$ cat config.mk
export PLATFORM = sky130hd
export DESIGN_NAME = sequenceGame
export DESIGN_NICKNAME = d
export VERILOG_FILES = /design/src/common/sequenceGamePkg.sv /design/src/sequenceGame.sv /design/src/gameControl/gameControl.sv /design/src/gameDatapath/gameDatapath.sv /design/src/gameDatapath/sequenceMemory.sv
export SDC_FILE = /design/constraint.sdc
export NUM_CORES = 1
export LEC_CHECK = 0
export ABC_AREA = 1
export BUFFER_PORTS_ARGS = -buffer_cell sky130_fd_sc_hd__buf_2
export CORE_MARGIN = 1.5
export CORE_UTILIZATION = 35
export CTS_CLUSTER_DIAMETER = 60
export CTS_CLUSTER_SIZE = 16
export DETAILED_ROUTE_END_ITERATION = 8
export GPL_TIMING_DRIVEN = 0
export MAX_ROUTING_LAYER = met4
export SYNTH_ARGS = -nofsm -noshare
export SYNTH_HDL_FRONTEND = slang
export SYNTH_SLANG_ARGS = --single-unit
$ cat constraint.sdc
create_clock -name clock -period 5.25 [get_ports clock]
set_input_delay 0.2625 -clock clock [delete_from_list [all_inputs] [get_ports clock]]
set_output_delay 0.2625 -clock clock [all_outputs]
set_load 0.005 [all_outputs]
$ cat src/initialSequence.hex
// One two-bit move per line in hex, sequence memory addresses 0 to 15
0
2
1
3
3
0
2
1
1
2
0
3
2
3
1
0

$ cat src/common/sequenceGamePkg.sv
// Sequence game shared sizes, move and state types, and the structs between blocks
package sequenceGamePkg;

    // Game length and display timing
    localparam int maxRounds     = 16;
    localparam int halfRounds    = 8;
    localparam int showCycles    = 8;
    localparam int gapCycles     = 4;
    localparam int timeoutCycles = 64;

    // Widths
    localparam int addrWidth      = 4;
    localparam int showTimerWidth = $clog2(showCycles + gapCycles);
    localparam int moveTimerWidth = $clog2(timeoutCycles + 1);

    // One move, a color index shown one-hot on the LEDs
    typedef logic [1:0] move_t;

    typedef enum logic [4:0] {
        idle           = 5'd0,
        initGame       = 5'd1,
        roundStart     = 5'd2,
        showMove       = 5'd3,
        showGap        = 5'd4,
        nextShow       = 5'd5,
        playerWait     = 5'd6,
        acceptMove     = 5'd7,
        releaseMove    = 5'd8,
        compareMove    = 5'd9,
        nextMove       = 5'd10,
        newMoveWait    = 5'd11,
        newMoveAccept  = 5'd12,
        newMoveRelease = 5'd13,
        nextRound      = 5'd14,
        wonGame        = 5'd15,
        lostGame       = 5'd16,
        timeoutGame    = 5'd17
    } gameState_t;

    // ------------------------------------------------------------------
    // Control to datapath
    typedef struct packed {
        logic clearAddress;
        logic stepAddress;
        logic clearRound;
        logic stepRound;
        logic clearTimer;
        logic runTimer;
        logic clearMoveTimer;
        logic runMoveTimer;
        logic captureLevel;
        logic captureMove;
        logic writeMove;
        logic showMemory;
        logic showPlayer;
    } controlSignals_t;

    // Datapath back to control
    typedef struct packed {
        logic timerShowDone;
        logic timerGapDone;
        logic moveTimeout;
        logic moveCorrect;
        logic addressAtRound;
        logic lastRound;
    } conditionSignals_t;

    // Game outputs seen by the player
    typedef struct packed {
        logic ready;
        logic playerTurn;
        logic newMove;
        logic won;
        logic lost;
        logic timedOut;
    } gameStatus_t;

endpackage
$ cat src/sequenceGame.sv
// Sequence game top level joining the control unit and the datapath
`default_nettype none

module sequenceGame import sequenceGamePkg::*; (
    input  wire logic  clock,
    input  wire logic  reset,
    input  wire logic  start,
    input  wire logic  levelRounds,
    input  wire logic  levelTime,
    input  wire logic  moveReq,
    input  wire move_t moveValue,
    output logic       moveAck,
    output logic [3:0] leds,
    output gameStatus_t status,
    output gameState_t  state
);

    controlSignals_t   controls;
    conditionSignals_t conditions;

    // ------------------------------------------------------------------
    // Control unit
    gameControl uControl (
        .clock      (clock),
        .reset      (reset),
        .start      (start),
        .moveReq    (moveReq),
        .conditions (conditions),
        .controls   (controls),
        .status     (status),
        .moveAck    (moveAck),
        .state      (state)
    );

    // ------------------------------------------------------------------
    // Datapath
    gameDatapath uDatapath (
        .clock       (clock),
        .reset       (reset),
        .controls    (controls),
        .levelRounds (levelRounds),
        .levelTime   (levelTime),
        .moveValue   (moveValue),
        .conditions  (conditions),
        .leds        (leds)
    );

endmodule

`default_nettype wire

$ cat src/gameControl/gameControl.sv
// Game control unit, a Moore FSM that runs display, player input, compare and game end
`default_nettype none

module gameControl import sequenceGamePkg::*; (
    input  wire logic              clock,
    input  wire logic              reset,
    input  wire logic              start,
    input  wire logic              moveReq,
    input  wire conditionSignals_t conditions,
    output controlSignals_t        controls,
    output gameStatus_t            status,
    output logic                   moveAck,
    output gameState_t             state
);

    gameState_t nextState;

    always_ff @(posedge clock or posedge reset) begin
        if (reset) begin
            state <= idle;
        end else begin
            state <= nextState;
        end
    end

    // ------------------------------------------------------------------
    // Next state
    always_comb begin
        nextState = state;
        unique case (state)
            idle:           if (start) nextState = initGame;
            initGame:       nextState = roundStart;
            roundStart:     nextState = showMove;
            showMove:       if (conditions.timerShowDone) nextState = showGap;
            showGap:        if (conditions.timerGapDone) nextState = nextShow;
            // Last shown move hands over to the player
            nextShow:       nextState = conditions.addressAtRound ? playerWait : showMove;
            playerWait: begin
                if (conditions.moveTimeout) begin
                    nextState = timeoutGame;
                end else if (moveReq) begin
                    nextState = acceptMove;
                end
            end
            acceptMove:     nextState = moveReq ? releaseMove : compareMove;
            releaseMove:    if (!moveReq) nextState = compareMove;
            compareMove: begin
                if (!conditions.moveCorrect) begin
                    nextState = lostGame;
                end else if (!conditions.addressAtRound) begin
                    nextState = nextMove;
                end else if (conditions.lastRound) begin
                    nextState = wonGame;
                end else begin
                    nextState = newMoveWait;
                end
            end
            nextMove:       nextState = playerWait;
            newMoveWait:    if (moveReq) nextState = newMoveAccept;
            newMoveAccept:  nextState = moveReq ? newMoveRelease : nextRound;
            newMoveRelease: if (!moveReq) nextState = nextRound;
            nextRound:      nextState = roundStart;
            wonGame, lostGame, timeoutGame: begin
                if (start) nextState = initGame;
            end
            default:        nextState = idle;
        endcase
    end

    // ------------------------------------------------------------------
    // Moore outputs
    always_comb begin
        controls = '0;
        unique case (state)
            initGame: begin
                controls.clearAddress   = 1'b1;
                controls.clearRound     = 1'b1;
                controls.clearTimer     = 1'b1;
                controls.clearMoveTimer = 1'b1;
                controls.captureLevel   = 1'b1;
            end
            roundStart: begin
                controls.clearAddress   = 1'b1;
                controls.clearTimer     = 1'b1;
                controls.clearMoveTimer = 1'b1;
            end
            showMove: begin
                controls.runTimer   = 1'b1;
                controls.showMemory = 1'b1;
            end
            showGap:       controls.runTimer = 1'b1;
            nextShow: begin
                controls.stepAddress = 1'b1;
                controls.clearTimer  = 1'b1;
            end
            playerWait:    controls.runMoveTimer = 1'b1;
            acceptMove:    controls.captureMove = 1'b1;
            compareMove:   controls.showPlayer = 1'b1;
            nextMove: begin
                controls.stepAddress    = 1'b1;
                controls.clearMoveTimer = 1'b1;
            end
            newMoveAccept: controls.captureMove = 1'b1;
            // Write at round + 1 before the round counter moves
            nextRound: begin
                controls.writeMove = 1'b1;
                controls.stepRound = 1'b1;
            end
            default: ;
        endcase
    end

    always_comb begin
        status            = '0;
        status.ready      = (state == idle) || (state == wonGame)
                         || (state == lostGame) || (state == timeoutGame);
        status.playerTurn = (state == playerWait);
        status.newMove    = (state == newMoveWait);
        status.won        = (state == wonGame);
        status.lost       = (state == lostGame) || (state == timeoutGame);
        status.timedOut   = (state == timeoutGame);
    end

    assign moveAck = (state == acceptMove) || (state == releaseMove)
                  || (state == newMoveAccept) || (state == newMoveRelease);

    // Handshake order as seen by the player
    ackFollowsReq: assert property (@(posedge clock) disable iff (reset)
        $rose(moveAck) |-> $past(moveReq));

    wonLostExclusive: assert property (@(posedge clock) disable iff (reset)
        !(status.won && status.lost));

endmodule

`default_nettype wire

$ cat src/gameDatapath/gameDatapath.sv
// Game datapath with counters, timers, level and move registers and the move comparator
`default_nettype none

module gameDatapath import sequenceGamePkg::*; (
    input  wire logic            clock,
    input  wire logic            reset,
    input  wire controlSignals_t controls,
    input  wire logic            levelRounds,
    input  wire logic            levelTime,
    input  wire move_t           moveValue,
    output conditionSignals_t    conditions,
    output logic [3:0]           leds
);

    logic [addrWidth-1:0]      address;
    logic [addrWidth-1:0]      round;
    logic [addrWidth-1:0]      lastRoundIndex;
    logic [addrWidth-1:0]      memAddress;
    logic [showTimerWidth-1:0] showTimer;
    logic [moveTimerWidth-1:0] moveTimer;
    logic [moveTimerWidth-1:0] moveLimit;
    logic                      longGame;
    logic                      halfTime;
    logic                      addressAtRound;
    move_t                     playerMove;
    move_t                     storedMove;

    assign addressAtRound = (address == round);

    // ------------------------------------------------------------------
    // Counters
    always_ff @(posedge clock or posedge reset) begin
        if (reset) begin
            address <= '0;
        end else if (controls.clearAddress) begin
            address <= '0;
        end else if (controls.stepAddress) begin
            // Wraps after the last move of the round
            address <= addressAtRound ? '0 : address + 1'b1;
        end
    end

    always_ff @(posedge clock or posedge reset) begin
        if (reset) begin
            round <= '0;
        end else if (controls.clearRound) begin
            round <= '0;
        end else if (controls.stepRound) begin
            round <= round + 1'b1;
        end
    end

    // Display timer, runs on through lit and dark phases
    always_ff @(posedge clock or posedge reset) begin
        if (reset) begin
            showTimer <= '0;
        end else if (controls.clearTimer) begin
            showTimer <= '0;
        end else if (controls.runTimer) begin
            showTimer <= showTimer + 1'b1;
        end
    end

    // Move timer holds at its limit
    always_ff @(posedge clock or posedge reset) begin
        if (reset) begin
            moveTimer <= '0;
        end else if (controls.clearMoveTimer) begin
            moveTimer <= '0;
        end else if (controls.runMoveTimer && moveTimer != moveLimit) begin
            moveTimer <= moveTimer + 1'b1;
        end
    end

    // Level bits, 1 selects 16 rounds and the half timeout
    always_ff @(posedge clock or posedge reset) begin
        if (reset) begin
            longGame <= 1'b0;
            halfTime <= 1'b0;
        end else if (controls.captureLevel) begin
            longGame <= levelRounds;
            halfTime <= levelTime;
        end
    end

    always_ff @(posedge clock) begin
        if (controls.captureMove) begin
            playerMove <= moveValue;
        end
    end

    // ------------------------------------------------------------------
    // Memory and conditions
    assign memAddress = controls.writeMove ? round + 1'b1 : address;

    sequenceMemory uMemory (
        .clock       (clock),
        .writeEnable (controls.writeMove),
        .address     (memAddress),
        .writeData   (playerMove),
        .readData    (storedMove)
    );

    assign lastRoundIndex = longGame ? addrWidth'(maxRounds - 1) : addrWidth'(halfRounds - 1);
    assign moveLimit      = halfTime ? moveTimerWidth'(timeoutCycles / 2)
                                     : moveTimerWidth'(timeoutCycles);

    assign conditions.timerShowDone  = (showTimer == showTimerWidth'(showCycles - 1));
    // One gap cycle is spent in the step state
    assign conditions.timerGapDone   = (showTimer == showTimerWidth'(showCycles + gapCycles - 2));
    assign conditions.moveTimeout    = (moveTimer == moveLimit);
    assign conditions.moveCorrect    = (playerMove == storedMove);
    assign conditions.addressAtRound = addressAtRound;
    assign conditions.lastRound      = (round == lastRoundIndex);

    always_comb begin
        leds = 4'b0000;
        if (controls.showMemory) begin
            leds = 4'b0001 << storedMove;
        end else if (controls.showPlayer) begin
            leds = 4'b0001 << playerMove;
        end
    end

    addressWithinRound: assert property (@(posedge clock) disable iff (reset)
        address <= round);

endmodule

`default_nettype wire

$ cat src/gameDatapath/sequenceMemory.sv
// Move memory, synchronous write and combinational read, preloaded with a start sequence
`default_nettype none

module sequenceMemory import sequenceGamePkg::*; (
    input  wire logic                 clock,
    input  wire logic                 writeEnable,
    input  wire logic [addrWidth-1:0] address,
    input  wire move_t                writeData,
    output move_t                     readData
);

    move_t memory [2**addrWidth];

    // Preload path is relative to the project root
    initial begin
        $readmemh("/design/src/initialSequence.hex", memory);
    end

    always_ff @(posedge clock) begin
        if (writeEnable) begin
            memory[address] <= writeData;
        end
    end

    assign readData = memory[address];

endmodule

`default_nettype wire

==> metrics.md <==
| Metric | Value |
|---|---|
| Die Span X | `about 100 um` |
| GR Layer Usage met1 | `a little over a fifth` |
| WP depth | `15` |
| GR Layer Usage met3 | `around 4.0%` |
| Reg2Reg Setup Slack | `approximately 2.6 ns` |
| Total power after layout | `roughly 1.6 mW` |
| Count of final max-slew check failures | `0` |
| # hold bufs at CTS | `0` |
| RR Endpoint | `uControl.state[4]` |
| Tot GR Track Use | `roughly 17%` |
| Number of buffers added on ports | `23` |
| Cell Area, Synth | `0.00348 mm2` |
| CP Data Required Time | `between 4 and 5 ns` |
| Post-synth cell types | `38` |
| Setup crit start | `uControl.state[4]` |
| Full die area | `approximately 0.011 mm2` |
| Reg2Reg Depth | `17` |
| Antenna violations before repair | `0` |
| Post-DR wirelength/cell | `about 13 um` |
| Final Skew | `between 0.01 and 0.015 ns` |
| Largest net degree at the start of global routing | `27` |
| Setup WS post-layout | `2.38 ns` |
| RSZ-0062 raised after global routing | `false` |
| GP Congestion | `0.938` |
| Antenna Violating Nets Remaining | `0` |
| Io pins | `24` |
| Critical Path AT | `around 2.6 ns` |
| CP Max Fanout | `10` |
| CTS tree | `done` |
| Commonest non-fill, non-tap cell in the layout | `nand2_1` |
| Layout cells sized above 1 | `~14%` |
| Core area | `0.00968 mm2` |
| Maxcap violations | `0` |
| DP Worst Slack | `roughly 2.6 ns` |
| CTS buffer count | `9` |
| Max IR drop VDD | `around 0.00023 V` |
| GR Util met2 | `between 20% and 30%` |
| Initial core utilization | `35.9%` |
| Nets@finish | `about 480` |
| Slowest-stage cell, CP | `dfrtp_1` |
| PostCTS Resize Cnt | `0` |
| Power Density | `around 400 mW/mm2` |
| Top FF cell, synth | `edfxtp_1` |
| Most Crowded Layer GR | `met2` |
| Drt total wl | `between 7000 and 8000 um` |
| Worst-skew pair later-pin latency | `~0.34 ns` |
| Avg Cell Area, Syn | `around 8 um2` |
| Setup bufs post-CTS | `0` |
| Antenna cells | `0` |
| Ys async rst share | `a little over two fifths` |
| Buf+Inv Stages, Crit Path | `4` |
| Remaining Overflow, GRT | `0` |
| Drt pass-1 iters | `4` |
| Cell Chain, Critical Path | `inv_4 -> nand2_2 -> nor2_2 -> nand3_2 -> buf_2 -> nand3b_1 -> nand2_1 -> nand2_1 -> nand2_1 -> nand2_1 -> nand2_1 -> nor2_2 -> inv_1 -> o22ai_1 -> buf_2` |
| Clock Tree Root | `clkbuf_8` |
| Register area share after synthesis | `between 40% and 50%` |
| Num rows | `36` |
| Tmin final | `roughly 2.9 ns` |
| Worst-path clk slew | `roughly 0.070 ns` |
| Via count | `~2800` |
| Clk sink count | `60` |
| Vias in the first global route | `approximately 2900` |
| Syn_nets | `444` |
| Initial drt markers | `around 130` |
| CP endpoint kind | `primary output` |
| Final setup violation count | `0` |
| Period utilization | `a little over half` |
| Class of the worst hold path | `input pin to flip-flop` |
| Fmax | `~350 MHz` |
| Most frequent cells in the layout | `nand2_1 (102), inv_1 (66), nor2_1 (58)` |
| Setup TNS | `0 ns` |
| Max-slew headroom | `31.8%` |
| Syn. warnings | `0` |
| CP top delay family | `simple AND/OR/NAND/NOR gates` |
| Count of state elements after synthesis | `60` |
| Drt drc | `0` |
| Area Growth Syn to Fin | `13.0%` |
| Vias per cell | `4.73` |
| Die H | `103 um` |
| Outcome | `completed` |
| Global-route wire length before repair | `~14000 um` |
| Tightest Pin Transition | `1.02 ns` |
| Startpoint types | `flip-flop` |
| Critical path class | `flip-flop to primary output` |
| P_leak | `around 1.8 nW` |
| Post-synth EDFFs | `34` |
| RR Startpoint | `uControl.state[4]` |
| Hold Vio Cnt, Final | `0` |
| Post-DP HPWL | `5760 um` |
| CTS max path bufs | `2` |
| CP endpoint | `leds[3]` |
| Max stage delay on crit path | `about 0.47 ns` |
| Cell mode on critical path | `nand2_1` |
| H-tree lvl count | `3` |
| Cell count after synthesis | `430` |
## power breakdown
part / internal (mW) / total (mW) / leakage [nW] / switching (mW)
Sequential: 0.547 / 0.605 / 0.658 / 0.0581
Clock: 0.184 / 0.365 / 0.0907 / 0.181
Combinational: 0.185 / 0.588 / 1.06 / 0.404
Total: 0.915 / 1.56 / 1.81 / 0.643
## flip-flops by register name, indices dropped and copies added, names as in the netlist
register	cells
uDatapath.uMemory.memory	32
uDatapath.longGame	1
uDatapath.round	4
uDatapath.halfTime	1
uDatapath.playerMove	2
uDatapath.moveTimer	7
uDatapath.address	4
uControl.state	5
uDatapath.showTimer	4
## synthesized netlist by cell type (4+ instances only)
| library cell | n | area, um2 |
|---|---|---|
| dfrtp_1 | 26 | 651 |
| nand3_1 | 10 | 50.1 |
| a21oi_1 | 9 | 45.0 |
| nor3_1 | 13 | 65.1 |
| nand4_1 | 5 | 31.3 |
| edfxtp_1 | 34 | 1020 |
| nand2_1 | 102 | 383 |
| o21ai_1 | 4 | 20.0 |
| nand2_2 | 8 | 50.1 |
| ha_1 | 6 | 75.1 |
| xor2_1 | 5 | 43.8 |
| nand3b_1 | 12 | 90.1 |
| o21ai_0 | 30 | 150 |
| inv_1 | 66 | 248 |
| nor2_2 | 5 | 31.3 |
| nor2_1 | 58 | 218 |
| o22ai_1 | 6 | 37.5 |
## how the worst min path moves through the flow
| stage | end | cells past startpoint | slack (ns) | startpoint |
|---|---|---|---|---|
| 2_1_floorplan | uControl.state[0] | 1 | 0.30 | reset |
| 3_3_place_gp | uDatapath.showTimer[2] | 1 | 0.44 | uDatapath.showTimer[2] |
| 3_5_place_dp | uDatapath.playerMove[1] | 1 | 0.44 | moveValue[1] |
| 4_1_cts | uDatapath.playerMove[1] | 1 | 0.08 | moveValue[1] |
| 5_1_grt | uDatapath.playerMove[1] | 1 | 0.07 | moveValue[1] |
| 6_report | uDatapath.playerMove[0] | 1 | 0.1 | moveValue[0] |
## logic make-up (layout without fill, tap and decap cells)
family,Yosys count,count (layout),synth area share [%]
and+or+nand+nor,223,223,29.1
buffers and inverters,76,115,9.28
DFF,60,60,48.1
AOI/OAI and AO/OA,59,59,9.86
adders and majority gates,6,6,2.16
xor gates and xnor gates,6,6,1.51
## cell type report
class                      count  area (um2)
clock buffer                  12         145
clock inverter                 4        25.0
fill                        1020        5750
timing repair buffer          23         115
inverter                      71         274
tap                          133         166
sequential                    60        1670
multi-input combinational    294        1480
buffer                         5        48.8
## stage by stage
step	hold slack, ns	cell area (um2)	cells	utilization (%)
4_1_cts	0.0769	3930	602	40.6
3_5_place_dp	0.443	3760	586	38.8
2_1_floorplan	0.303	3480	430	-
6_report	0.0970	3930	602	40.6
3_3_place_gp	0.439	3760	586	38.8
5_1_grt	0.0732	3930	602	40.6
## per-layer routing
metal / up-vias / part of all wire (%)
met3: 8 / 3.5
met5: - / 0
li1: 1470 / -
met2: 47 / 49
met1: 1323 / 46
met4: 0 / 1.2
Note: power is estimated with default switching activity, not from simulation.
